==> config.mk <==
export PLATFORM = sky130hd
export DESIGN_NAME = fv_bank_sram
export DESIGN_NICKNAME = d
export VERILOG_FILES = /design/src/source/fv_bank_sram.sv
export SDC_FILE = /design/constraint.sdc
export NUM_CORES = 2
export LEC_CHECK = 0
export ABC_AREA = 1
export BUFFER_PORTS_ARGS = -buffer_cell sky130_fd_sc_hd__buf_2
export CAP_MARGIN = 20
export CORE_MARGIN = 4
export CORE_UTILIZATION = 62
export DETAILED_ROUTE_END_ITERATION = 12
export PLACE_DENSITY_LB_ADDON = 0.12
export REMOVE_ABC_BUFFERS = 1
export SLEW_MARGIN = 20
export SYNTH_ARGS = -nofsm -noshare
export SYNTH_HDL_FRONTEND = slang
export SYNTH_SLANG_ARGS = --single-unit
==> constraint.sdc <==
create_clock -name clk -period 13.1 [get_ports clk]
set_input_delay 3.93 -clock clk [delete_from_list [all_inputs] [get_ports clk]]
set_output_delay 3.93 -clock clk [all_outputs]
set_load 0.01 [all_outputs]
==> src/source/fv_bank_sram.sv <==
////////////////////////////////////////
// single-port bank SRAM model
////////////////////////////////////////
`timescale 1ns/10ps

module fv_bank_sram #(
    parameter int DEPTH = 64,
    parameter int WIDTH = 32
) (
    input  logic                     clk,
    input  logic                     cen_n,
    input  logic                     wen_n,
    input  logic [$clog2(DEPTH)-1:0] addr,
    input  logic [WIDTH-1:0]         d,
    output logic [WIDTH-1:0]         q
);

    // storage array, contents undefined at power up
    logic [WIDTH-1:0] mem [DEPTH];

    // chip enabled access, write or registered read
    always_ff @(posedge clk) begin
        if (!cen_n) begin
            if (!wen_n) begin
                mem[addr] <= d;
            end else begin
                // read data lands one cycle later
                q <= mem[addr];
            end
        end
    end

endmodule

==> impl_metrics.toml <==
[layout]
multi_input_area_um2 = 22800
seq_area_um2 = 62500
fillers = 10300
final_cells = 10500
layout-drive-gt1-share_pct = 6.66
fin_nets = 8481
syn2layout_area_growth_pct = 9.32

[timing]
clock_skew_ns = 0.0292
fmax_mhz = 138
rsz0062_at_grt = "false"
fin_setup_tns_ns = 0
period_minus_slack_ns = 7.26
finalSetupViolCount = 0
layout_setup_ws_ns = 5.84
worst_slew_pin_slew_ns = 1.13
max-slew-margin-rel_pct = 24.5
fin_crit_sh_pct = 55.4
finalHoldViolations = 0
report.final.slew_viol_count = 0

[grt]
antenna_found_initial = 14
grt_pass1_vias = 56600
grt_max_degree = 177
grt_pass1_wl_mm = 354
globalRouteTotalUtil_pct = 32.3
grt_overflow = 0

[cts]
clk_pin_slew_ns = 0.06
cts_max_level = 4
cts_setup_buffers = 0
numCtsBuffers = 202
cts_sinks = 2080
cts.repair.resized = 0
clockBufferDepth = 3
cts_hold_buf = 0
clkLatencyLatePin_ns = 0.83
cts_tree = "built"
clockRootBuffer = "clkbuf_16"

[synth]
syn_inst = 8442
yosysTopAreaCell = "edfxtp_1"
yosysUniqueCellTypes = 21
synth_area_per_cell_um2 = 10.4
yosysWarnings = 0
synth-seq-cells = 2080
yosysSeqAreaShare_pct = 71.4
netlist.area_leader.share_pct = 71.4
yosys-top-cells-area = "edfxtp_1 (71%), nand2_1 (25%), buf_2 (1.0%), buf_6 (0.98%), nor2_1 (0.60%)"
syn_area_um2 = 87500

[route]
route.vias.total = 59300
firstDrtPassIters = 6
drt_iter0_markers = 7222
drt_wl_total_mm = 236
vias_per_cell = 5.65
drc_errors = 0
postRouteAntennaNets = 0
drt-wirelength-per-cell_um = 22.5

[setup_path]
crit_arrival_ns = 7.95
worstPathRequired_ns = 13.79
worstSetupPathType = "in -> reg"
setup.worst_path.start_class = "input port"
rrSetupSlack_ns = 10.91
endpoint_kind = "register"
worst-path-max-fanout = 85

[floorplan]
fp-row-count = 137
die_x_um = 384
die_h_um = 384
ios = 73
dieArea_um2 = 147000
design.core.area_um2 = 140000
start_util_pct = 62.5

[place]
dp_slack_ns = 5.15
routabilityCongestion = 0.852
dp_cells = 10100
dp_hpwl_mm = 122
portBuffers = 72

[pwr]
seqPwrFrac_pct = 54.0
pwr-share-comb_pct = 5.9
cellInternalPower_mw = 10.6
power.net_switching_mw = 3.07
vdd_drop_max_v = 0.000115
switching_share_pct = 22.4
cellLeakagePower_nw = 39.9
powerDensity_nw_per_um2 = 143
p_clk_share_pct = 40.1

[run_status]
status = "completed"

[run]
drv_cap = 0

[hold_path]
hold_class = "reg -> reg"
-- registers in the layout, summed over array words and instances (netlist names) --
register / flops
q: 32
mem: 2048
-- Yosys cell counts --
library cell	count
buf_1	36
buf_2	175
buf_4	40
buf_6	76
clkbuf_1	94
edfxtp_1	2080
inv_1	19
inv_2	9
inv_4	3
nand2_1	5728
nand3_1	13
nand4_1	2
nor2_1	139
nor3_2	1
nor3_4	7
nor4_1	2
o211ai_1	5
o21ai_0	2
o21ai_1	5
or2_1	3
or2_2	3
-- path summary, 6_finish.rpt --
path	start	to	depth (start not counted)
setup / recovery	addr[0]	q[0]$_DFFE_PP_	14
hold / removal	mem[47][30]$_DFFE_PP_	q[30]$_DFFE_PP_	6
setup reg to reg	mem[61][9]$_DFFE_PP_	q[9]$_DFFE_PP_	10
hold reg to reg	mem[47][30]$_DFFE_PP_	q[30]$_DFFE_PP_	6
-- layout by cell type (no fill, tap or decap), types with 6 or more instances in the layout --
master        n
nand2_1    5728
edfxtp_1   2080
clkbuf_16   210
buf_4       135
nor2_1       76
buf_2        64
nor2_4       63
clkinv_1     51
clkbuf_1     50
clkinv_2     42
inv_1        19
nand3_1      13
buf_12       12
nor3_4        8
inv_2         7
bufinv_16     7
diode_2       6
inv_6         6
-- per-layer routing --
layer	track usage (%)	part of all wire, %
met5	0	0.023
met4	10.5	3.0
met1	45.8	39
met3	6.16	11
met2	51.1	47
-- layout make-up --
| type | instances | area share [%] |
|---|---|---|
| diodes | 6 | 0.0157 |
| well taps | 1876 | 2.46 |
| clock buffers | 260 | 5.69 |
| repair buffers | 215 | 1.71 |
| inverters | 31 | 0.160 |
| clock inverters | 111 | 0.745 |
| multi-input cells | 5910 | 23.9 |
| flip-flops and latches | 2080 | 65.3 |
-- cells by family (layout without fill, tap and decap cells) --
group	Yosys count	in the layout	synth area share [%]
AO/OA/AOI/OAI	12	12	0.0830
buffers and inverters	452	617	3.02
flip-flops	2080	2080	71.4
other	0	6	0
AND/OR/NAND/NOR	5898	5898	25.5
-- through the flow --
stage | power, mW | utilization [%] | instance area, um^2 | hold WS [ns]
after floorplan | 7.95 | - | 84900 | 0.670
after global placement | 8.30 | 63.9 | 89400 | 0.756
after global routing | 14.1 | 68.3 | 95600 | 0.870
after detailed placement | 8.31 | 63.9 | 89400 | 0.766
final | 13.7 | 68.3 | 95600 | 0.770
after CTS | 13.7 | 68.3 | 95600 | 0.780
-- critical path, cell delays in order --
cell	delay [ns]
buf_8	0.41
buf_4	0.79
buf_4	0.76
buf_4	0.83
nand2_1	0.15
nand2_1	0.12
nand2_1	0.05
nand2_1	0.08
nand2_1	0.05
nand2_1	0.09
nand2_1	0.05
nand2_1	0.24
nor2_1	0.08
nand2_1	0.06
-- power groups by stage --
stage | Sequential [mW] | Combinational [mW] | Clock (mW)
floorplan | 7.51 | 0.441 | 0
CTS | 7.37 | 0.800 | 5.53
global placement | 7.51 | 0.785 | 0
detailed placement | 7.51 | 0.796 | 0
global route | 7.37 | 0.892 | 5.83
finish | 7.37 | 0.812 | 5.47
No activity file was read; power rests on OpenSTA's default activity.
