[src/include/fv_mem_cfg.svh]
////////////////////////////////////////
// feature-vector memory configuration
////////////////////////////////////////
`ifndef FV_MEM_CFG_SVH
`define FV_MEM_CFG_SVH

// bank organization
`define FV_NUM_BANKS 4

// width of one stored feature vector
`define FV_WIDTH 32

// entries per bank
`define FV_DEPTH 64

// largest fv_num a replay region can hold
`define FV_NUM_MAX 16

// replay regions per bank, depth split evenly
`define REPLAY_ITER_MAX 4

// AXI4-Lite control bus
`define AXI_ADDR_W 8
`define AXI_DATA_W 32

`endif

[src/source/fv_mem_pkg.sv]
////////////////////////////////////////
// feature-vector memory datapath types
////////////////////////////////////////
`include "fv_mem_cfg.svh"

package fv_mem_pkg;

    // one feature vector word
    typedef logic [`FV_WIDTH-1:0] fv_data_t;

    // sram word address inside one bank
    typedef logic [$clog2(`FV_DEPTH)-1:0] fv_addr_t;

    // fv_num, must hold FV_NUM_MAX itself
    typedef logic [$clog2(`FV_NUM_MAX + 1)-1:0] fv_cnt_t;

    // replay iteration index
    typedef logic [$clog2(`REPLAY_ITER_MAX)-1:0] iter_t;

    // bank role
    // idle accepts update writes (pong)
    // stream replays one region out (ping)
    typedef enum logic {
        BANK_IDLE   = 1'b0,
        BANK_STREAM = 1'b1
    } bank_state_e;

endpackage

[src/source/fv_reg_pkg.sv]
////////////////////////////////////////
// fv memory register map and AXI codes
////////////////////////////////////////
`include "fv_mem_cfg.svh"

package fv_reg_pkg;

    // register byte offsets
    typedef enum logic [`AXI_ADDR_W-1:0] {
        REG_CTRL        = 8'h00,
        REG_FV_NUM      = 8'h04,
        REG_REPLAY_ITER = 8'h08,
        REG_STATUS      = 8'h0C
    } reg_addr_e;

    // AXI response codes in use
    typedef enum logic [1:0] {
        RESP_OKAY   = 2'b00,
        RESP_SLVERR = 2'b10
    } axi_resp_e;

    // CTRL, write one to start, reads as zero
    localparam int CTRL_START_BIT = 0;

    // STATUS, all banks available
    localparam int STATUS_AVAIL_BIT = 0;

endpackage

[src/source/fv_mem_regs.sv]
////////////////////////////////////////
// AXI4-Lite control registers for the
// banked feature-vector memory
////////////////////////////////////////
`timescale 1ns/10ps
`include "fv_mem_cfg.svh"

module fv_mem_regs (
    input  logic                       clk,
    input  logic                       reset,
    input  logic                       awvalid,
    output logic                       awready,
    input  logic [`AXI_ADDR_W-1:0]     awaddr,
    input  logic                       wvalid,
    output logic                       wready,
    input  logic [`AXI_DATA_W-1:0]     wdata,
    input  logic [`AXI_DATA_W/8-1:0]   wstrb,
    output logic                       bvalid,
    input  logic                       bready,
    output logic [1:0]                 bresp,
    input  logic                       arvalid,
    output logic                       arready,
    input  logic [`AXI_ADDR_W-1:0]     araddr,
    output logic                       rvalid,
    input  logic                       rready,
    output logic [`AXI_DATA_W-1:0]     rdata,
    output logic [1:0]                 rresp,
    output fv_mem_pkg::fv_cnt_t        fv_num,
    output fv_mem_pkg::iter_t          replay_iter,
    output logic                       start,
    input  logic [`FV_NUM_BANKS-1:0]   bank_available
);

    logic                   all_avail;
    logic                   wr_fire;
    logic                   rd_fire;
    logic                   wr_mapped;
    logic [`AXI_DATA_W-1:0] rd_word;
    logic [1:0]             rd_resp;

    assign all_avail = &bank_available;

    // address and data accepted together, one response at a time
    assign wr_fire = awvalid & wvalid & ~bvalid;
    assign awready = wr_fire;
    assign wready  = wr_fire;

    // one outstanding read
    assign arready = arvalid & ~rvalid;
    assign rd_fire = arready;

    // write address decode
    always_comb begin
        case (awaddr)
            fv_reg_pkg::REG_CTRL,
            fv_reg_pkg::REG_FV_NUM,
            fv_reg_pkg::REG_REPLAY_ITER,
            fv_reg_pkg::REG_STATUS: wr_mapped = 1'b1;
            default:                wr_mapped = 1'b0;
        endcase
    end

    // read mux, unmapped reads give zero
    always_comb begin
        rd_word = '0;
        rd_resp = fv_reg_pkg::RESP_OKAY;
        case (araddr)
            fv_reg_pkg::REG_CTRL: ;
            fv_reg_pkg::REG_FV_NUM:
                rd_word[$bits(fv_mem_pkg::fv_cnt_t)-1:0] = fv_num;
            fv_reg_pkg::REG_REPLAY_ITER:
                rd_word[$bits(fv_mem_pkg::iter_t)-1:0] = replay_iter;
            fv_reg_pkg::REG_STATUS:
                rd_word[fv_reg_pkg::STATUS_AVAIL_BIT] = all_avail;
            default: rd_resp = fv_reg_pkg::RESP_SLVERR;
        endcase
    end

    // configuration, start pulse and write response
    always_ff @(posedge clk) begin
        if (reset) begin
            bvalid      <= 1'b0;
            start       <= 1'b0;
            fv_num      <= '0;
            replay_iter <= '0;
        end else begin
            start <= 1'b0;
            if (bvalid && bready) begin
                bvalid <= 1'b0;
            end
            if (wr_fire) begin
                bvalid <= 1'b1;
                // start dropped while any bank still streams
                if (awaddr == fv_reg_pkg::REG_CTRL) begin
                    start <= wdata[fv_reg_pkg::CTRL_START_BIT] & all_avail;
                end
                if (awaddr == fv_reg_pkg::REG_FV_NUM && wstrb[0]) begin
                    fv_num <= wdata[$bits(fv_mem_pkg::fv_cnt_t)-1:0];
                end
                if (awaddr == fv_reg_pkg::REG_REPLAY_ITER && wstrb[0]) begin
                    replay_iter <= wdata[$bits(fv_mem_pkg::iter_t)-1:0];
                end
            end
        end
    end

    // read response handshake
    always_ff @(posedge clk) begin
        if (reset) begin
            rvalid <= 1'b0;
        end else if (rd_fire) begin
            rvalid <= 1'b1;
        end else if (rready) begin
            rvalid <= 1'b0;
        end
    end

    // response payloads
    always_ff @(posedge clk) begin
        if (wr_fire) begin
            bresp <= wr_mapped ? fv_reg_pkg::RESP_OKAY : fv_reg_pkg::RESP_SLVERR;
        end
        if (rd_fire) begin
            rdata <= rd_word;
            rresp <= rd_resp;
        end
    end

endmodule

[config.mk]
export PLATFORM = sky130hd
export DESIGN_NAME = fv_mem_regs
export DESIGN_NICKNAME = d
export VERILOG_FILES = /design/src/source/fv_mem_pkg.sv /design/src/source/fv_reg_pkg.sv /design/src/source/fv_mem_regs.sv
export VERILOG_INCLUDE_DIRS = /design/src /design/src/include
export SDC_FILE = /design/constraint.sdc
export NUM_CORES = 1
export LEC_CHECK = 0
export BUFFER_PORTS_ARGS = -buffer_cell sky130_fd_sc_hd__buf_2
export CAP_MARGIN = 10
export CORE_ASPECT_RATIO = 1.2
export CORE_MARGIN = 4
export CORE_UTILIZATION = 30
export DETAILED_ROUTE_END_ITERATION = 16
export PLACE_DENSITY = 0.81
export SYNTH_ARGS = -nofsm -noshare
export SYNTH_HDL_FRONTEND = slang
export SYNTH_SLANG_ARGS = --single-unit
[constraint.sdc]
create_clock -name clk -period 1.97 [get_ports clk]
set_clock_uncertainty 0.1 [all_clocks]
set_input_delay 0.591 -clock clk [delete_from_list [all_inputs] [get_ports clk]]
set_output_delay 0.591 -clock clk [all_outputs]
set_load 0.1 [all_outputs]
==> results of run 1 <==
[registers in the layout, summed over array words and instances (netlist names)]
register,cells
rdata,5
rvalid,1
rresp,1
replay_iter,2
start,1
bresp,1
fv_num,5
bvalid,1
[per-layer routing]
metal	track usage, %	vias up	share of wire, %	wire (um)
met4	3.61	0	0.91	19
met3	2.52	4	9.5	198
met5	0	-	0	0
li1	-	404	-	-
met1	8.73	355	32	668
met2	17.4	34	58	1200
[worst max path at each step]
| stage | to | slack, ns |
|---|---|---|
| floorplan | wready | -0.45 |
| global placement | fv_num[4] | -0.04 |
| detailed placement | fv_num[0] | -0.05 |
| CTS | awready | 0.06 |
| global route | awready | 0.02 |
| finish | awready | 0.07 |
[layout make-up]
type / instances / share of cell area (%)
multi-input combinational: 80 / 36.5
inverter: 2 / 0.860
sequential: 17 / 31.6
timing repair buffer: 56 / 25.6
tap: 36 / 3.44
clock buffer: 4 / 2.01
[synth_stat cells]
library cell | number | area [um^2]
sky130_fd_sc_hd__buf_4 | 30 | 225
sky130_fd_sc_hd__nand2b_1 | 13 | 81.3
sky130_fd_sc_hd__dfxtp_1 | 10 | 200
sky130_fd_sc_hd__edfxtp_1 | 7 | 210
sky130_fd_sc_hd__mux2i_1 | 7 | 70.1
sky130_fd_sc_hd__nand3b_1 | 5 | 37.5
sky130_fd_sc_hd__and3_1 | 4 | 25.0
sky130_fd_sc_hd__nor2_1 | 4 | 15.0
sky130_fd_sc_hd__nand2_1 | 3 | 11.3
sky130_fd_sc_hd__a21oi_1 | 2 | 10.0
sky130_fd_sc_hd__inv_1 | 2 | 7.51
sky130_fd_sc_hd__nor2b_1 | 2 | 12.5
sky130_fd_sc_hd__or2_2 | 2 | 12.5
sky130_fd_sc_hd__a211oi_1 | 1 | 7.51
sky130_fd_sc_hd__a31oi_1 | 1 | 6.26
sky130_fd_sc_hd__and4_1 | 1 | 8.76
sky130_fd_sc_hd__clkbuf_1 | 1 | 3.75
sky130_fd_sc_hd__conb_1 | 1 | 3.75
sky130_fd_sc_hd__nand3_1 | 1 | 5.00
sky130_fd_sc_hd__nor3_1 | 1 | 5.00
sky130_fd_sc_hd__nor4_2 | 1 | 12.5
sky130_fd_sc_hd__nor4_4 | 1 | 21.3
sky130_fd_sc_hd__nor4b_1 | 1 | 8.76
sky130_fd_sc_hd__or4_4 | 1 | 11.3
[cell families (layout without fill, tap and decap cells)]
logic type,count (synthesis),after routing,synth area share [%]
compound gates,4,4,2.35
buf+inv,33,62,23.4
flops,17,17,40.5
mux,7,7,6.92
other cells,1,29,0.370
simple gates,40,40,26.5
[stage by stage]
step | worst slack [ns] | TNS [ns] | utilization, % | instances | instance area [um^2]
final | 0.0685 | 0 | 41.7 | 195 | 1310
after floorplan | -0.452 | -0.666 | - | 130 | 1140
after detailed placement | -0.0526 | -0.244 | 40.9 | 191 | 1280
after global routing | 0.0191 | 0 | 41.7 | 195 | 1310
after global placement | -0.0403 | -0.194 | 40.9 | 191 | 1280
after CTS | 0.0618 | 0 | 41.7 | 195 | 1310
[worst reg2reg max path, delay by kind of cell, from the launching register on]
kind,cells,cell delay (ns)
DFF,1,0.35
muxes,1,0.18
buffers and inverters,2,0.38
and+or+nand+nor,2,0.47
[power groups by stage]
stage / clock, mW / combinational [mW] / sequential (mW)
6_report: 0.186 / 0.433 / 0.378
5_1_grt: 0.201 / 0.447 / 0.379
4_1_cts: 0.189 / 0.433 / 0.378
3_5_place_dp: 0 / 0.433 / 0.387
3_3_place_gp: 0 / 0.431 / 0.386
2_1_floorplan: 0 / 0.347 / 0.451
==> flow_metrics.env, run 1 <==
export IMPL_min_from="rready"
export IMPL_antenna_violations_before_repair=0
export IMPL_die_w_um=61.0
export IMPL_gpl_final_weighted_congestion=0.703
export IMPL_tot_pwr_mw=0.997
export IMPL_cap_viol_max_count=0
export IMPL_post_route_cells_drive_above_1_share_pct=42.1
export IMPL_ioPinCount=112
export IMPL_multi_input_area_um2=478
export IMPL_antenna_cells_inserted=0
export IMPL_final_nets=223
export IMPL_number_of_distinct_library_cells_after_synthesis=24
export IMPL_crit_arrival_ns=1.21
export IMPL_cts_htree_levels=1
export IMPL_synth_cells=102
export IMPL_critical_path_reg2reg_endpoint="fv_num[2]"
export IMPL_report_final_slew_viol_count=0
export IMPL_detailedPlacementHpwl_um=1860
export IMPL_detail_route_wirelength_um=2090
export IMPL_ir_drop_mv=0.382
export IMPL_regArea_um2=414
export IMPL_drt_drc_violations_left=0
export IMPL_cellLeakagePower_nw=0.617
export IMPL_core_region_area_mm2=0.00314
export IMPL_worstSetupStartpoint="wvalid"
export IMPL_drt_antenna_violating_nets=0
export IMPL_rsz0062_at_grt="false"
export IMPL_tritoncts_num_buffers=3
export IMPL_critical_path_cell_chain="buf_2, nand3b_1, clkinvlp_4, buf_12"
export IMPL_fmax_mhz=526
export IMPL_drt_pass1_iterations=3
export IMPL_ctsResizeCount=0
export IMPL_clock_root_buffer="sky130_fd_sc_hd__clkbuf_4"
export IMPL_min_path_type="primary input to flop"
export IMPL_postSynthAreaPerCell_um2=9.92
export IMPL_setup_violations=0
export IMPL_tritoncts="yes"
export IMPL_p_int_mw=0.514
export IMPL_filler_cell_count=341
export IMPL_groute_usage_overall_pct=9.14
export IMPL_crit_family="buffers and inverters"
export IMPL_crit_path_max_fanout=3
export IMPL_final_common_cell="sky130_fd_sc_hd__buf_2"
export IMPL_cts_root_to_sink_buffers=2
export IMPL_die_y_um=71.6
export IMPL_combinational_power_share_pct=43.5
export IMPL_rr_worst_depth=5
export IMPL_holdWs_ns=0.379
export IMPL_max_stage_delay_ns=0.20
export IMPL_switching_share_pct=48.4
export IMPL_cts_num_sinks=17
export IMPL_period_share_pct=96.5
export IMPL_timing_worst_setup_path_type="primary input to primary output"
export IMPL_most_common_layout_cells="sky130_fd_sc_hd__buf_2, sky130_fd_sc_hd__conb_1, sky130_fd_sc_hd__nand2b_1"
export IMPL_ys_seq_area_share_pct=40.5
export IMPL_net_switching_mw=0.483
export IMPL_initialDrtViolationCount=9
export IMPL_hold_path_cell_count=2
export IMPL_area_growth_syn_to_layout_pct=29.4
export IMPL_post_cts_setup_inserts=0
export IMPL_worst_r2r_startpoint="bvalid"
export IMPL_grt_pass1_wl_um=3020
export IMPL_buffer_ports_inserted=52
export IMPL_critPathRequiredTime_ns=1.28
export IMPL_globalRoute_totalOverflow=0
export IMPL_clock_power_share_pct=18.6
export IMPL_clk_insertion_delay_late_ns=0.29
export IMPL_fp_dieArea_mm2=0.00437
export IMPL_part_of_the_power_in_registers_pct=37.9
export IMPL_placement_rows=22
export IMPL_count_of_final_hold_check_violations=0
export IMPL_critical_path_n_buffers_inverters=3
export IMPL_min_period_ns=1.90
export IMPL_crit_slowest_cell="sky130_fd_sc_hd__buf_12"
export IMPL_ys_seq_elements=17
export IMPL_end_kind="primary output"
export IMPL_worstSetupStartpointType="primary input"
export IMPL_floorplan_initialDensity_pct=32.3
export IMPL_avgViaCountPerCell=4.09
export IMPL_clk_transition_reported_paths_ns=0.09
export IMPL_largest_net_degree_at_the_start_of_global_routing=16
export IMPL_result_of_the_run="finished, final reports clean"
export IMPL_postCtsHoldBufs=0
export IMPL_routedWlPerCell_um=10.7
export IMPL_p_per_area_mw_per_mm2=761
export IMPL_synth_area_mm2=0.00101
export IMPL_yosysWarnings=0
export IMPL_vias=797
export IMPL_grt_pass1_vias=716
export IMPL_crit_cells=4
export IMPL_reg2reg_slack_ns=0.41
export IMPL_hold_path_end="rvalid"
(Power assumes the default switching activity.)
==> inputs of run 2 (changes only) <==
--- a/config.mk
+++ b/config.mk
@@ -7,12 +7,13 @@
 export NUM_CORES = 1
 export LEC_CHECK = 0
 export BUFFER_PORTS_ARGS = -buffer_cell sky130_fd_sc_hd__buf_2
-export CAP_MARGIN = 10
+export CAP_MARGIN = 25
 export CORE_ASPECT_RATIO = 1.2
 export CORE_MARGIN = 4
 export CORE_UTILIZATION = 30
 export DETAILED_ROUTE_END_ITERATION = 16
-export PLACE_DENSITY = 0.81
+export PLACE_DENSITY_LB_ADDON = 0.05
+export SETUP_SLACK_MARGIN = 0.15
 export SYNTH_ARGS = -nofsm -noshare
 export SYNTH_HDL_FRONTEND = slang
 export SYNTH_SLANG_ARGS = --single-unit
==> run 2 against run 1 <==
- core utilization increased by 1.4 points
- critical endpoint is now wready
- non-clock buffer count increased by 3
- count of clock-buffer cells in the layout decreased by 1
- via count increased by 2.3%
==> flow_metrics.env, run 2 (synthesis results as in run 1) <==
export IMPL_fp_dieArea_mm2=0.00437
export IMPL_detailedPlacementHpwl_um=1940
export IMPL_critical_path_cell_chain="buf_2, nand3b_1, clkinvlp_4, buf_12"
export IMPL_clk_insertion_delay_late_ns=0.29
export IMPL_p_per_area_mw_per_mm2=742
export IMPL_routedWlPerCell_um=11.4
export IMPL_drt_pass1_iterations=4
export IMPL_floorplan_initialDensity_pct=32.3
export IMPL_clock_root_buffer="sky130_fd_sc_hd__clkbuf_4"
export IMPL_die_y_um=71.6
export IMPL_min_period_ns=1.90
export IMPL_avgViaCountPerCell=4.12
export IMPL_timing_final_ws_setup_ns=0.0748
export IMPL_clk_transition_reported_paths_ns=0.10
export IMPL_setup_violations=0
export IMPL_combinational_power_share_pct=43.7
export IMPL_drt_drc_violations_left=0
export IMPL_area_growth_syn_to_layout_pct=33.9
export IMPL_switching_share_pct=48.6
export IMPL_min_path_type="primary input to flop"
export IMPL_core_region_area_mm2=0.00314
export IMPL_placement_rows=22
export IMPL_cellLeakagePower_nw=0.632
export IMPL_end_kind="primary output"
export IMPL_drt_antenna_violating_nets=0
export IMPL_p_int_mw=0.516
export IMPL_count_of_final_hold_check_violations=0
export IMPL_final_common_cell="sky130_fd_sc_hd__buf_2"
export IMPL_tritoncts="yes"
export IMPL_antenna_violations_before_repair=0
export IMPL_final_nets=226
export IMPL_groute_usage_overall_pct=9.99
export IMPL_crit_slowest_cell="sky130_fd_sc_hd__buf_12"
export IMPL_result_of_the_run="finished, final reports clean"
export IMPL_max_stage_delay_ns=0.20
export IMPL_period_share_pct=96.2
export IMPL_largest_net_degree_at_the_start_of_global_routing=16
export IMPL_die_w_um=61.0
export IMPL_vias=815
export IMPL_ir_drop_mv=0.385
export IMPL_timing_worst_setup_path_type="primary input to primary output"
export IMPL_regArea_um2=415
export IMPL_cts_num_sinks=17
export IMPL_clock_power_share_pct=18.6
export IMPL_stdcell_count=198
export IMPL_postLayoutCoreUtil_pct=43.2
export IMPL_fmax_mhz=528
export IMPL_tot_pwr_mw=1.00
export IMPL_globalRoute_totalOverflow=0
export IMPL_rsz0062_at_grt="true"
export IMPL_part_of_the_power_in_registers_pct=37.7
export IMPL_cts_htree_levels=1
export IMPL_grt_pass1_vias=778
export IMPL_worstSetupStartpointType="primary input"
export IMPL_placed_cells=191
export IMPL_crit_path_max_fanout=3
export IMPL_tritoncts_num_buffers=3
export IMPL_gpl_final_weighted_congestion=0.671
export IMPL_multi_input_area_um2=478
export IMPL_buffer_ports_inserted=52
export IMPL_top_regs="fv_num x5, rdata x5, replay_iter x2"
export IMPL_report_final_slew_viol_count=0
export IMPL_filler_cell_count=336
export IMPL_cap_viol_max_count=0
export IMPL_antenna_cells_inserted=0
export IMPL_most_common_layout_cells="sky130_fd_sc_hd__buf_2, sky130_fd_sc_hd__conb_1, sky130_fd_sc_hd__nand2b_1"
export IMPL_net_switching_mw=0.489
export IMPL_critPathRequiredTime_ns=1.28
export IMPL_preCtsSetupSlack_ns=-0.00994
export IMPL_detail_route_wirelength_um=2260
export IMPL_post_route_cells_drive_above_1_share_pct=44.4
export IMPL_initialDrtViolationCount=31
export IMPL_grt_pass1_wl_um=3320
export IMPL_cts_root_to_sink_buffers=2
export IMPL_ioPinCount=112
export IMPL_crit_arrival_ns=1.20
==> run 2: worst paths after layout <==
| kind | start | end | slack, ns | cells after the start |
|---|---|---|---|---|
| setup reg to reg | bvalid | fv_num[4] | 0.18 | 7 |
| hold reg to reg | rvalid | rvalid | 0.39 | 1 |
| setup / recovery | awvalid | wready | 0.07 | 4 |
| hold / removal | rready | rvalid | 0.36 | 2 |
==> run 2: layout make-up <==
class / instances / share of cell area, %
clock buffer: 3 / 1.66
multi-input combinational: 80 / 35.3
clock inverter: 1 / 0.369
sequential: 17 / 30.7
inverter: 2 / 0.831
timing repair buffer: 59 / 27.9
tap: 36 / 3.32
==> run 2: worst max-delay path: cells and delay by family <==
kind                   cells  cell delay [ns]
buffers and inverters      3             0.47
AND/OR/NAND/NOR            1             0.14
==> run 2: layer usage <==
| metal | wire (um) | global-route usage, % | vias to the layer above |
|---|---|---|---|
| li1 | - | - | 407 |
| met1 | 781 | 10.5 | 374 |
| met2 | 1260 | 18.5 | 32 |
| met3 | 180 | 1.26 | 2 |
| met4 | 30 | 5.06 | 0 |
| met5 | 0 | 0 | - |
==> run 2: metrics by stage <==
| step | hold slack [ns] | setup TNS, ns | instance area, um^2 |
|---|---|---|---|
| floorplan | 0.528 | -0.539 | 1140 |
| global placement | 0.370 | -0.0183 | 1280 |
| detailed placement | 0.380 | -0.0169 | 1280 |
| CTS | 0.345 | 0 | 1340 |
| global route | 0.354 | 0 | 1360 |
| finish | 0.361 | 0 | 1360 |
==> run 2: power groups by stage <==
stage               clock [mW]  combinational (mW)  sequential [mW]
detailed placement           0               0.433            0.387
finish                   0.187               0.440            0.379
floorplan                    0               0.347            0.452
global route             0.212               0.453            0.380
CTS                      0.203               0.438            0.379
global placement             0               0.432            0.386
==> run 2: repair_timing <==
action / CTS / global route
gates resized for setup: 5 / 3
pin swaps: 0 / 1
setup buffers: 2 / 1
setup endpoints to repair: 7 / 5
hold buffers: 0 / 0
