<file path="src/include/fv_mem_cfg.svh">
////////////////////////////////////////
// feature-vector memory configuration
////////////////////////////////////////
`ifndef FV_MEM_CFG_SVH
`define FV_MEM_CFG_SVH

// bank organization
`define FV_NUM_BANKS 4

// width of one stored feature vector
`define FV_WIDTH 32

// entries per bank
`define FV_DEPTH 64

// largest fv_num a replay region can hold
`define FV_NUM_MAX 16

// replay regions per bank, depth split evenly
`define REPLAY_ITER_MAX 4

// AXI4-Lite control bus
`define AXI_ADDR_W 8
`define AXI_DATA_W 32

`endif

</file>
<file path="src/source/fv_mem_pkg.sv">
////////////////////////////////////////
// feature-vector memory datapath types
////////////////////////////////////////
`include "fv_mem_cfg.svh"

package fv_mem_pkg;

    // one feature vector word
    typedef logic [`FV_WIDTH-1:0] fv_data_t;

    // sram word address inside one bank
    typedef logic [$clog2(`FV_DEPTH)-1:0] fv_addr_t;

    // fv_num, must hold FV_NUM_MAX itself
    typedef logic [$clog2(`FV_NUM_MAX + 1)-1:0] fv_cnt_t;

    // replay iteration index
    typedef logic [$clog2(`REPLAY_ITER_MAX)-1:0] iter_t;

    // bank role
    // idle accepts update writes (pong)
    // stream replays one region out (ping)
    typedef enum logic {
        BANK_IDLE   = 1'b0,
        BANK_STREAM = 1'b1
    } bank_state_e;

endpackage

</file>
<file path="src/source/fv_bank_ctrl.sv">
////////////////////////////////////////
// bank controller, update writes and
// replay streaming with output queue
////////////////////////////////////////
`timescale 1ns/10ps

module fv_bank_ctrl (
    input  logic                  clk,
    input  logic                  reset,
    input  fv_mem_pkg::fv_cnt_t   fv_num,
    input  fv_mem_pkg::iter_t     replay_iter,
    input  logic                  start,
    input  logic                  wr_valid,
    input  fv_mem_pkg::fv_addr_t  wr_addr,
    input  fv_mem_pkg::fv_data_t  wr_data,
    output logic                  wr_ready,
    output logic                  sram_cen_n,
    output logic                  sram_wen_n,
    output fv_mem_pkg::fv_addr_t  sram_addr,
    output fv_mem_pkg::fv_data_t  sram_d,
    input  fv_mem_pkg::fv_data_t  sram_q,
    output logic                  out_valid,
    output fv_mem_pkg::fv_data_t  out_data,
    output logic                  out_last,
    input  logic                  out_ready,
    output logic                  available
);

    // bank role and latched region
    fv_mem_pkg::bank_state_e state_q;
    fv_mem_pkg::fv_addr_t    base_q;
    fv_mem_pkg::fv_cnt_t     cnt_q;
    fv_mem_pkg::fv_cnt_t     rd_idx_q;

    // read issued last cycle, data on sram_q now
    logic rd_pend_q;
    logic rd_last_q;

    // two-entry output queue
    fv_mem_pkg::fv_data_t q_data [2];
    logic [1:0]           q_last;
    logic                 q_wr_ptr;
    logic                 q_rd_ptr;
    logic [1:0]           q_count;

    logic       wr_fire;
    logic       rd_fire;
    logic       pop;
    logic       reads_left;
    logic [1:0] occupancy;

    // writes only land while idle
    assign available = (state_q == fv_mem_pkg::BANK_IDLE);
    assign wr_ready  = available;
    assign wr_fire   = wr_valid & available;

    // output side of the queue
    assign out_valid = (q_count != 2'd0);
    assign out_data  = q_data[q_rd_ptr];
    assign out_last  = out_valid & q_last[q_rd_ptr];
    assign pop       = out_valid & out_ready;

    // queued plus in flight, a word leaving now counts as gone
    assign occupancy  = q_count + {1'b0, rd_pend_q} - {1'b0, pop};
    assign reads_left = (rd_idx_q != cnt_q);
    assign rd_fire    = (state_q == fv_mem_pkg::BANK_STREAM) & reads_left
                        & (occupancy < 2'd2);

    // sram port, write has the port in idle, reads in stream
    assign sram_cen_n = ~(wr_fire | rd_fire);
    assign sram_wen_n = ~wr_fire;
    assign sram_addr  = wr_fire ? wr_addr : base_q + fv_mem_pkg::fv_addr_t'(rd_idx_q);
    assign sram_d     = wr_data;

    // role FSM and read sequencing
    always_ff @(posedge clk) begin
        if (reset) begin
            state_q   <= fv_mem_pkg::BANK_IDLE;
            base_q    <= '0;
            cnt_q     <= '0;
            rd_idx_q  <= '0;
            rd_pend_q <= 1'b0;
            rd_last_q <= 1'b0;
        end else begin
            rd_pend_q <= rd_fire;
            // last read of the region carries the flag along
            rd_last_q <= rd_fire & ((rd_idx_q + fv_mem_pkg::fv_cnt_t'(1)) == cnt_q);
            if (rd_fire) begin
                rd_idx_q <= rd_idx_q + fv_mem_pkg::fv_cnt_t'(1);
            end
            case (state_q)
                fv_mem_pkg::BANK_IDLE: begin
                    // empty region has nothing to stream
                    if (start && fv_num != '0) begin
                        state_q  <= fv_mem_pkg::BANK_STREAM;
                        base_q   <= fv_mem_pkg::fv_addr_t'(replay_iter)
                                    * fv_mem_pkg::fv_addr_t'(fv_num);
                        cnt_q    <= fv_num;
                        rd_idx_q <= '0;
                    end
                end
                fv_mem_pkg::BANK_STREAM: begin
                    // back to pong role once last word is taken
                    if (pop && out_last) begin
                        state_q <= fv_mem_pkg::BANK_IDLE;
                    end
                end
                default: state_q <= fv_mem_pkg::BANK_IDLE;
            endcase
        end
    end

    // queue pointers and fill level
    always_ff @(posedge clk) begin
        if (reset) begin
            q_wr_ptr <= 1'b0;
            q_rd_ptr <= 1'b0;
            q_count  <= 2'd0;
        end else begin
            if (rd_pend_q) begin
                q_wr_ptr <= ~q_wr_ptr;
            end
            if (pop) begin
                q_rd_ptr <= ~q_rd_ptr;
            end
            q_count <= occupancy;
        end
    end

    // queue payload, sram data captured as it returns
    always_ff @(posedge clk) begin
        if (rd_pend_q) begin
            q_data[q_wr_ptr] <= sram_q;
            q_last[q_wr_ptr] <= rd_last_q;
        end
    end

endmodule

</file>
<file path="config.mk">
export PLATFORM = sky130hd
export DESIGN_NAME = fv_bank_ctrl
export DESIGN_NICKNAME = d
export VERILOG_FILES = /design/src/source/fv_mem_pkg.sv /design/src/source/fv_bank_ctrl.sv
export VERILOG_INCLUDE_DIRS = /design/src /design/src/include
export SDC_FILE = /design/constraint.sdc
export NUM_CORES = 1
export LEC_CHECK = 0
export BUFFER_PORTS_ARGS = -buffer_cell sky130_fd_sc_hd__buf_4
export CAP_MARGIN = 20
export CORE_MARGIN = 4
export CORE_UTILIZATION = 49
export DETAILED_ROUTE_END_ITERATION = 6
export HOLD_SLACK_MARGIN = 0.08
export PLACE_DENSITY = 0.8
export RECOVER_POWER = 100
export SLEW_MARGIN = 20
export SYNTH_ARGS = -nofsm -noshare
export SYNTH_HDL_FRONTEND = slang
export SYNTH_SLANG_ARGS = --single-unit
</file>
<file path="constraint.sdc">
create_clock -name clk -period 7.01 [get_ports clk]
set_input_delay 0.701 -clock clk [delete_from_list [all_inputs] [get_ports clk]]
set_output_delay 0.701 -clock clk [all_outputs]
set_load 0.02 [all_outputs]
</file>
==> results.sh, run 1 <==
export IMPL_multi_input_area_um2=1390
export IMPL_crit_path_start_kind="flop"
export IMPL_core_area_um2=8300
export IMPL_synth_top_area_share_pct=47.2
export IMPL_synth_commonest_cells="edfxtp_1 (66), buf_4 (33), mux2_2 (33), dfxtp_1 (24), nand2_1 (17)"
export IMPL_port_buffers=93
export IMPL_rows=33
export IMPL_syn_avg_cell_area_um2=13.0
export IMPL_route_detailed_drc=0
export IMPL_setup_viol=0
export IMPL_cts_setup_buffers=0
export IMPL_drt_first_pass_iters=6
export IMPL_numCtsBuffers=9
export IMPL_yosys_cell_count_top_type="edfxtp_1"
export IMPL_rsz0062_at_grt="no"
export IMPL_holdBufCountCts=0
export IMPL_grt_max_degree=34
export IMPL_period_minus_slack_ns=3.32
export IMPL_fmax_ghz=0.301
export IMPL_cp_end_kind="output port"
export IMPL_clkTransAtPathRegs_ns=0.09
export IMPL_post_route_period_util_pct=47.4
export IMPL_max_slew_worst_pin_slew_ns=2.85
export IMPL_gr_total_overflow=0
export IMPL_relSlewSlack_pct=-90.2
export IMPL_ant_nets=0
export IMPL_peakVddDrop_mv=0.135
export IMPL_synth_seq_area_share_pct=58.6
export IMPL_htreeDepth=3
export IMPL_arrival_ns=2.62
export IMPL_die_area_um2=10100
export IMPL_yosysTopAreaCell="edfxtp_1"
export IMPL_fillers=728
export IMPL_drive_gt1_share_pct=21.8
export IMPL_tritoncts="done"
export IMPL_antenna_cells=0
export IMPL_root_buffer="clkbuf_8"
export IMPL_die_w_um=101
export IMPL_slew_viol_final=120
export IMPL_maxCapViolCount=4
export IMPL_ios=158
export IMPL_worst_clock_skew_ns=0.0124
export IMPL_synth_cell_type_count=42
export IMPL_status="finished, violations left"
export IMPL_crit_required_ns=6.31
export IMPL_fin_tns_setup_ns=0
export IMPL_synth_enable_flop_cells=66
export IMPL_cts_resized=0
export IMPL_wl_mm=8.45
export IMPL_powerDensity_nw_per_um2=288
export IMPL_crit_fanout=32
export IMPL_grt_antenna_before_repair=0
export IMPL_netlist_area_um2=4200
export IMPL_track_usage_pct=16.6
export IMPL_dp_hpwl_mm=6.07
export IMPL_synthFlopType="edfxtp_1"
export IMPL_first_global_vias=2685
export IMPL_leakage_uw=0.00173
export IMPL_syn_to_final_growth_pct=12.4
export IMPL_hold_slack_ns=0.465
export IMPL_via_per_inst=5.32
export IMPL_dr_first_iter_drc_count=149
export IMPL_rr_startpoint="rd_pend_q$_SDFF_PP0_"
export IMPL_cts_num_sinks=90
export IMPL_hold_viol_final=0
export IMPL_synth_seq_cells=90
export IMPL_critPathKind="reg2out"
export IMPL_synthCells=323
export IMPL_hold_path_class="reg2reg"
export IMPL_holdCritStartpoint="rd_last_q$_SDFF_PP0_"
export IMPL_num_nets_final=481
export IMPL_yosysWarnings=0
export IMPL_seqCellArea_um2=2460
export IMPL_clockBufferDepth=2
export IMPL_synthArstFlopShare_pct=0
export IMPL_place_gp_congestion=0.807
export IMPL_yosys_top_cells_area="edfxtp_1 (47%), dfxtp_1 (11%), mux2_2 (8.8%)"
export IMPL_synth_fp_nets=419
export IMPL_initial_core_util_pct=50.6
export IMPL_wl_per_cell_um=17.1
export IMPL_violations="capacitance limit, slew limit"
export IMPL_die_h_um=101
export IMPL_clk_latency_ns=0.35
export IMPL_grt_pass1_wl_mm=13.1
export IMPL_num_vias=2634
## sequential cells by signal, indices dropped and copies added, names as in the netlist, named ones only
signal,flops
rd_last_q,1
rd_pend_q,1
q_rd_ptr,1
rd_idx_q,5
q_count,2
q_wr_ptr,1
state_q,1
base_q,6
q_data,64
q_last,2
cnt_q,5
## through the flow
stage	util, %	instances	cell area (µm²)	setup slack, ns	power [µW]
2_1_floorplan	-	323	4200	4.19	937
3_3_place_gp	57.3	479	4760	3.89	1060
3_5_place_dp	57.3	479	4760	3.82	1070
4_1_cts	59.7	495	4960	3.72	1420
5_1_grt	56.9	495	4720	3.48	1420
6_report	56.9	495	4720	3.69	1360
## worst max-delay path: stages, from the launching register on
cell and delay [ns]:
dfxtp_1 0.32, clkbuf_1 1.30, mux2_2 0.38, clkbuf_1 0.27
## layout by cell type, fill, tap and decap left out, types with 3 or more instances in the layout
master / Yosys / final
o31ai_1: 3 / 3
xnor2_1: 8 / 8
nor2b_1: 5 / 5
ha_1: 12 / 12
o21ai_0: 4 / 5
dfxtp_1: 24 / 24
xor2_1: 7 / 7
edfxtp_1: 66 / 66
buf_4: 33 / 21
mux2i_1: 6 / 6
mux2_1: 0 / 4
a21oi_1: 15 / 15
or3_1: 4 / 4
clkbuf_4: 0 / 18
clkbuf_1: 7 / 56
mux2_2: 33 / 29
inv_1: 11 / 11
nor2_1: 12 / 12
clkbuf_8: 0 / 9
a21o_1: 4 / 4
nand2_1: 17 / 17
and2_1: 11 / 9
nand3_1: 11 / 11
## routing by layer
layer	vias to the layer above	share of wire (%)	track usage, %
li1	1254	-	-
met1	1255	43	20.7
met2	104	49	27.7
met3	21	6.9	3.46
met4	0	1.7	7.46
met5	-	0	0
## worst paths after layout
kind / cells after the start / to / slack [ns]
worst max-delay path: 3 / out_data[0] / 3.69
worst min-delay path: 0 / q_last[1]$_DFFE_PP_ / 0.46
worst max register to register: 1 / q_last[0]$_DFFE_PP_ / 4.00
worst min register to register: 0 / q_last[1]$_DFFE_PP_ / 0.46
## kinds of logic (layout without fill, tap and decap cells)
group	after synthesis	after routing	synth area share (%)
XOR/XNOR	16	16	3.66
flip-flops	90	90	58.6
buffers and inverters	55	122	8.04
multiplexers	39	39	10.3
adder cells (fa/ha/maj)	14	14	4.53
AND/OR/NAND/NOR	72	72	9.02
AO/OA/AOI/OAI	37	37	5.87
## cell type report
type / instances / share of cell area, %
clock buffers: 9 / 2.62
clock inverters: 7 / 1.59
inverters: 11 / 0.874
multi-input cells: 178 / 29.4
flip-flops and latches: 90 / 52.1
well taps: 105 / 2.78
repair buffers: 95 / 10.6
## where the power goes
| group | switching [µW] | total, µW | internal (µW) |
|---|---|---|---|
| clock network | 184 | 351 | 167 |
| registers | 17.6 | 627 | 609 |
| logic | 230 | 381 | 151 |
Note: power is estimated with default switching activity, not from simulation.
==> run 2: changes to the inputs <==
CORE_UTILIZATION = 44   (was 49)
PLACE_DENSITY = 0.76   (was 0.8)
clock period = 2.8 ns   (was 7.01 ns; I/O delays follow)
==> results.sh, run 2 (same netlist as run 1, synthesis figures left out) <==
export IMPL_setup_viol=0
export IMPL_die_area_um2=11200
export IMPL_fillers=839
export IMPL_regMostFlops="q_data"
export IMPL_fmax_ghz=0.390
export IMPL_leakage_uw=0.00178
export IMPL_critPathMaxStageDelay_ns=0.45
export IMPL_clockBufferDepth=2
export IMPL_p_sw_uw=1070
export IMPL_cpLargestDelayFamily="compound AO/OA/AOI/OAI gates"
export IMPL_track_usage_pct=14.5
export IMPL_crit_end="sram_addr[5]"
export IMPL_max_slew_worst_pin_slew_ns=1.19
export IMPL_relSlewSlack_pct=19.8
export IMPL_slowest_stage="dfxtp_1"
export IMPL_crit_required_ns=2.52
export IMPL_crit_fanout=6
export IMPL_ant_nets=0
export IMPL_grt_max_degree=33
export IMPL_period_minus_slack_ns=2.56
export IMPL_die_w_um=106
export IMPL_cts_num_sinks=90
export IMPL_dp_hpwl_mm=5.63
export IMPL_grt_pass1_wl_mm=12.8
export IMPL_rows=35
export IMPL_clk_latency_ns=0.36
export IMPL_fin_tns_setup_ns=0
export IMPL_first_global_vias=2659
export IMPL_grt_antenna_before_repair=0
export IMPL_gr_total_overflow=0
export IMPL_num_vias=2664
export IMPL_startpoint="rd_idx_q[3]$_SDFF_PP0_"
export IMPL_final_cell_mix="edfxtp_1 (66), clkbuf_1 (55), mux2_2 (33)"
export IMPL_syn_to_final_growth_pct=15.7
export IMPL_wl_per_cell_um=15.1
export IMPL_cp_depth=6
export IMPL_multi_input_area_um2=1390
export IMPL_seqCellArea_um2=2460
export IMPL_htreeDepth=3
export IMPL_tritoncts="done"
export IMPL_arrival_ns=2.28
export IMPL_path_buf_inv=1
export IMPL_maxCapViolCount=0
export IMPL_reg2reg_depth=11
export IMPL_initial_core_util_pct=45.3
export IMPL_wl_mm=7.98
export IMPL_peakVddDrop_mv=0.318
export IMPL_die_h_um=106
export IMPL_ios=158
export IMPL_rsz0062_at_grt="no"
export IMPL_slew_viol_final=0
export IMPL_intPower_uw=2330
export IMPL_cp_end_kind="output port"
export IMPL_path_cells="ha_1, a21o_1, a31o_2, a2111oi_0, nand3b_1, clkbuf_1"
export IMPL_largest_reg_flops=64
export IMPL_reg_top3="q_data x64, base_q x6"
export IMPL_p_sw_share_pct=31.5
export IMPL_combinationalPowerShare_pct=27.8
export IMPL_drive_gt1_share_pct=23.7
export IMPL_rr_endpoint="rd_last_q$_SDFF_PP0_"
export IMPL_clkTransAtPathRegs_ns=0.10
export IMPL_antenna_cells=0
export IMPL_r2r_slack_ns=0.61
export IMPL_core_area_um2=9280
export IMPL_route_detailed_drc=0
export IMPL_drt_first_pass_iters=4
export IMPL_hold_viol_final=0
export IMPL_fin_cells=530
export IMPL_post_route_period_util_pct=91.6
export IMPL_crit_path_start_kind="flop"
export IMPL_port_buffers=93
export IMPL_rr_startpoint="q_count[0]$_SDFF_PP0_"
export IMPL_hold_slack_ns=0.128
export IMPL_pwr_share_seq_pct=46.2
export IMPL_place_gp_congestion=0.809
export IMPL_hold_path_class="in2reg"
export IMPL_power_frac_clock_pct=26.1
export IMPL_critPathKind="reg2out"
export IMPL_status="finished, final reports clean"
export IMPL_via_per_inst=5.03
export IMPL_numCtsBuffers=9
export IMPL_worst_clock_skew_ns=0.0162
export IMPL_root_buffer="clkbuf_8"
export IMPL_num_nets_final=492
export IMPL_dp_cells=506
export IMPL_powerDensity_nw_per_um2=701
export IMPL_dr_first_iter_drc_count=176
export IMPL_layout_commonest_cell="edfxtp_1"
==> run 2: per-stage QoR <==
step | utilization (%) | instance area, µm² | total power [µW] | setup WS (ns)
floorplan | - | 4200 | 2350 | 0.497
global placement | 51.8 | 4810 | 2670 | 0.624
detailed placement | 51.8 | 4810 | 2690 | 0.596
CTS | 54.0 | 5010 | 3580 | 0.200
global route | 52.3 | 4860 | 3590 | 0.0138
finish | 52.3 | 4860 | 3410 | 0.235
==> run 2: how the worst min path moves through the flow <==
stage                                     from                 endpoint  slack (ns)  cells after the start
final                               sram_q[28]  q_data[1][28]$_DFFE_PP_        0.13                      1
after global routing                sram_q[28]  q_data[1][28]$_DFFE_PP_        0.11                      1
after CTS                           sram_q[29]  q_data[0][29]$_DFFE_PP_        0.09                      1
after detailed placement  rd_last_q$_SDFF_PP0_      q_last[0]$_DFFE_PP_        0.42                      0
after global placement    rd_last_q$_SDFF_PP0_      q_last[0]$_DFFE_PP_        0.42                      0
after floorplan                      sram_q[0]   q_data[0][0]$_DFFE_PP_        0.38                      0
==> run 2: cell type report <==
class / count / area share [%]
repair buffers: 106 / 12.5
flip-flops and latches: 90 / 50.7
well taps: 129 / 3.32
clock inverters: 6 / 1.52
multi-input cells: 178 / 28.6
inverters: 11 / 0.850
clock buffers: 10 / 2.63
==> run 2: what timing repair did <==
item,CTS,global route
hold endpoints to repair,0,12
hold buffers,0,8
endpoints found under the setup margin,0,1
setup buffers,0,0
resized for setup,0,1
==> run 2: power groups by stage <==
stage	combinational [µW]	clock, µW	sequential [µW]
3_3_place_gp	1070	0	1600
3_5_place_dp	1090	0	1600
4_1_cts	1090	909	1570
5_1_grt	1030	971	1580
6_report	946	887	1570
2_1_floorplan	763	0	1580
==> run 2: per-layer routing <==
layer | vias up | global-route usage (%) | part of all wire [%]
met1 | 1280 | 18.3 | 43
met5 | - | 0 | 0
met4 | 0 | 5.27 | 1.9
li1 | 1265 | - | -
met2 | 97 | 23.5 | 48
met3 | 22 | 4.59 | 6.3
==> run 3: changes to the inputs <==
ABC_AREA = 1   (was default)
CORE_UTILIZATION = 45   (was 44)
PLACE_DENSITY = 0.77   (was 0.76)
==> results.sh, run 3 <==
export IMPL_synth_fp_nets=475
export IMPL_die_h_um=106
export IMPL_syn_avg_cell_area_um2=11.3
export IMPL_synth_seq_cells=90
export IMPL_setup_viol=0
export IMPL_die_area_um2=11200
export IMPL_combinationalPowerShare_pct=28.1
export IMPL_period_minus_slack_ns=2.52
export IMPL_grt_antenna_before_repair=0
export IMPL_root_buffer="clkbuf_8"
export IMPL_final_cell_mix="edfxtp_1 (66), nand2_1 (60), clkbuf_1 (53)"
export IMPL_worst_clock_skew_ns=0.00765
export IMPL_num_vias=2809
export IMPL_critPathKind="reg2out"
export IMPL_synthCells=379
export IMPL_gr_total_overflow=0
export IMPL_dp_hpwl_mm=6.04
export IMPL_maxCapViolCount=1
export IMPL_reg2reg_depth=3
export IMPL_syn_to_final_growth_pct=14.4
export IMPL_post_route_period_util_pct=89.8
export IMPL_peakVddDrop_mv=0.269
export IMPL_seqCellArea_um2=2460
export IMPL_cts_setup_buffers=0
export IMPL_synthArstFlopShare_pct=0
export IMPL_cp_end_kind="output port"
export IMPL_fmax_ghz=0.398
export IMPL_crit_fanout=10
export IMPL_leakage_uw=0.00197
export IMPL_path_cells="inv_1, a21oi_1, ha_1, inv_1, ha_1, inv_1, nand2_1, nand2_2, nor2_8, nand2_1, inv_1, nor2_1, clkbuf_2"
export IMPL_ant_nets=0
export IMPL_synth_seq_area_share_pct=57.3
export IMPL_ios=158
export IMPL_max_slew_worst_pin_slew_ns=1.86
export IMPL_die_w_um=106
export IMPL_rows=35
export IMPL_wl_mm=8.19
export IMPL_synth_top_area_share_pct=46.2
export IMPL_intPower_uw=2520
export IMPL_fin_tns_setup_ns=0
export IMPL_drt_first_pass_iters=4
export IMPL_numCtsBuffers=9
export IMPL_p_sw_uw=1180
export IMPL_first_global_vias=2893
export IMPL_layout_commonest_cell="edfxtp_1"
export IMPL_hold_slack_ns=0.133
export IMPL_place_gp_congestion=0.844
export IMPL_core_area_um2=9280
export IMPL_hold_path_class="in2reg"
export IMPL_wl_per_cell_um=14.1
export IMPL_critPathMaxStageDelay_ns=0.34
export IMPL_arrival_ns=2.24
export IMPL_multi_input_area_um2=1370
export IMPL_reg_top3="q_data x64, base_q x6"
export IMPL_grt_max_degree=34
export IMPL_r2r_slack_ns=0.52
export IMPL_port_buffers=93
export IMPL_status="finished, violations left"
export IMPL_antenna_cells=0
export IMPL_synth_cell_type_count=33
export IMPL_tritoncts="done"
export IMPL_yosysWarnings=0
export IMPL_synth_enable_flop_cells=66
export IMPL_yosysTopAreaCell="edfxtp_1"
export IMPL_grt_pass1_wl_mm=13.5
export IMPL_crit_path_start_kind="flop"
export IMPL_yosys_top_cells_area="edfxtp_1 (46%), dfxtp_1 (11%), mux2_2 (7.9%)"
export IMPL_violations="capacitance limit, slew limit"
export IMPL_regMostFlops="q_data"
export IMPL_power_frac_clock_pct=28.7
export IMPL_clkTransAtPathRegs_ns=0.09
export IMPL_cts_num_sinks=90
export IMPL_rr_startpoint="rd_pend_q$_SDFF_PP0_"
export IMPL_netlist_area_um2=4290
export IMPL_crit_end="sram_cen_n"
export IMPL_clk_latency_ns=0.34
export IMPL_synth_commonest_cells="edfxtp_1 (66), nand2_1 (58), inv_1 (36), buf_4 (33), mux2_2 (30)"
export IMPL_slowest_stage="dfxtp_1"
export IMPL_fin_cells=582
export IMPL_synthFlopType="edfxtp_1"
export IMPL_dp_cells=566
export IMPL_rr_endpoint="q_data[0][25]$_DFFE_PP_"
export IMPL_p_sw_share_pct=31.9
export IMPL_crit_required_ns=2.52
export IMPL_drive_gt1_share_pct=22.7
export IMPL_fillers=854
export IMPL_slew_viol_final=34
export IMPL_num_nets_final=544
export IMPL_hold_viol_final=0
export IMPL_initial_core_util_pct=46.3
export IMPL_worst_path_most_repeated_cell="inv_1"
export IMPL_htreeDepth=3
export IMPL_pwr_share_seq_pct=43.2
export IMPL_largest_reg_flops=64
export IMPL_powerDensity_nw_per_um2=753
export IMPL_startpoint="q_count[1]$_SDFF_PP0_"
export IMPL_clockBufferDepth=2
export IMPL_relSlewSlack_pct=-24.2
export IMPL_rsz0062_at_grt="no"
export IMPL_route_detailed_drc=0
export IMPL_cts_resized=0
export IMPL_yosys_cell_count_top_type="edfxtp_1"
export IMPL_track_usage_pct=15.1
export IMPL_dr_first_iter_drc_count=147
export IMPL_via_per_inst=4.83
export IMPL_holdBufCountCts=0
export IMPL_power_total_uw=3700
[run 3: cell types whose count changed after synthesis, moves of 4 or more]
cell	delta
or3_1	-4
nand2_2	+5
a21oi_1	+4
nor2_1	+8
clkbuf_1	-6
mux2i_1	-6
nand3_1	+5
inv_1	+25
nor2b_1	-5
nand2_1	+41
and2_1	-11
inv_2	+6
o21ai_0	+12
[run 3: cell families (layout without fill, tap and decap cells)]
| family | Yosys count | count (layout) | synth area share, % |
|---|---|---|---|
| flip-flops | 90 | 90 | 57.3 |
| XOR/XNOR | 10 | 10 | 2.21 |
| AO/OA/AOI/OAI | 37 | 37 | 4.43 |
| adder cells (fa/ha/maj) | 14 | 14 | 4.43 |
| AND/OR/NAND/NOR | 115 | 115 | 12.8 |
| multiplexers | 32 | 32 | 8.39 |
| buffers and inverters | 81 | 155 | 10.4 |
[run 3: power groups by stage]
stage / clock network (µW) / logic (µW) / registers, µW
4_1_cts: 1090 / 1200 / 1600
3_5_place_dp: 0 / 1190 / 1630
2_1_floorplan: 0 / 851 / 1610
3_3_place_gp: 0 / 1160 / 1620
5_1_grt: 1140 / 1150 / 1610
6_report: 1060 / 1040 / 1600
[run 3: per-stage QoR]
stage	worst slack [ns]	cell area [µm²]	util [%]
finish	0.284	4910	52.9
global route	0.0438	4910	52.9
CTS	0.272	5140	55.3
detailed placement	0.674	4890	52.7
global placement	0.732	4890	52.7
floorplan	0.578	4290	-
[run 3: per-layer routing]
layer	up-vias	share of wire (%)	routed length (µm)	track usage (%)
met4	0	1.5	125	6.20
met1	1321	43	3490	18.1
met3	14	5.9	481	3.80
met2	85	50	4100	26.1
li1	1389	-	-	-
met5	-	0	0	0
[run 3: critical path: cells and delay by family (launching register included)]
family	cells	cell delay, ns
and+or+nand+nor	5	0.46
adders and majority gates	2	0.44
AOI/OAI and AO/OA	1	0.26
DFF	1	0.34
buffers and inverters	5	0.39
[run 3: area by class of cell]
type	instances	area share [%]
clock buffer	9	2.52
multi-input combinational	208	27.9
sequential	90	50.1
clock inverter	7	2.47
timing repair buffer	96	10.5
inverter	43	3.28
tap	129	3.28
[run 3: how the worst min path moves through the flow]
| stage | start | to | cells after the start |
|---|---|---|---|
| after CTS | sram_q[28] | q_data[1][28]$_DFFE_PP_ | 1 |
| after global placement | rd_last_q$_SDFF_PP0_ | q_last[0]$_DFFE_PP_ | 0 |
| final | sram_q[28] | q_data[1][28]$_DFFE_PP_ | 1 |
| after global routing | sram_q[23] | q_data[1][23]$_DFFE_PP_ | 1 |
| after detailed placement | rd_last_q$_SDFF_PP0_ | q_last[0]$_DFFE_PP_ | 0 |
| after floorplan | sram_q[0] | q_data[0][0]$_DFFE_PP_ | 0 |
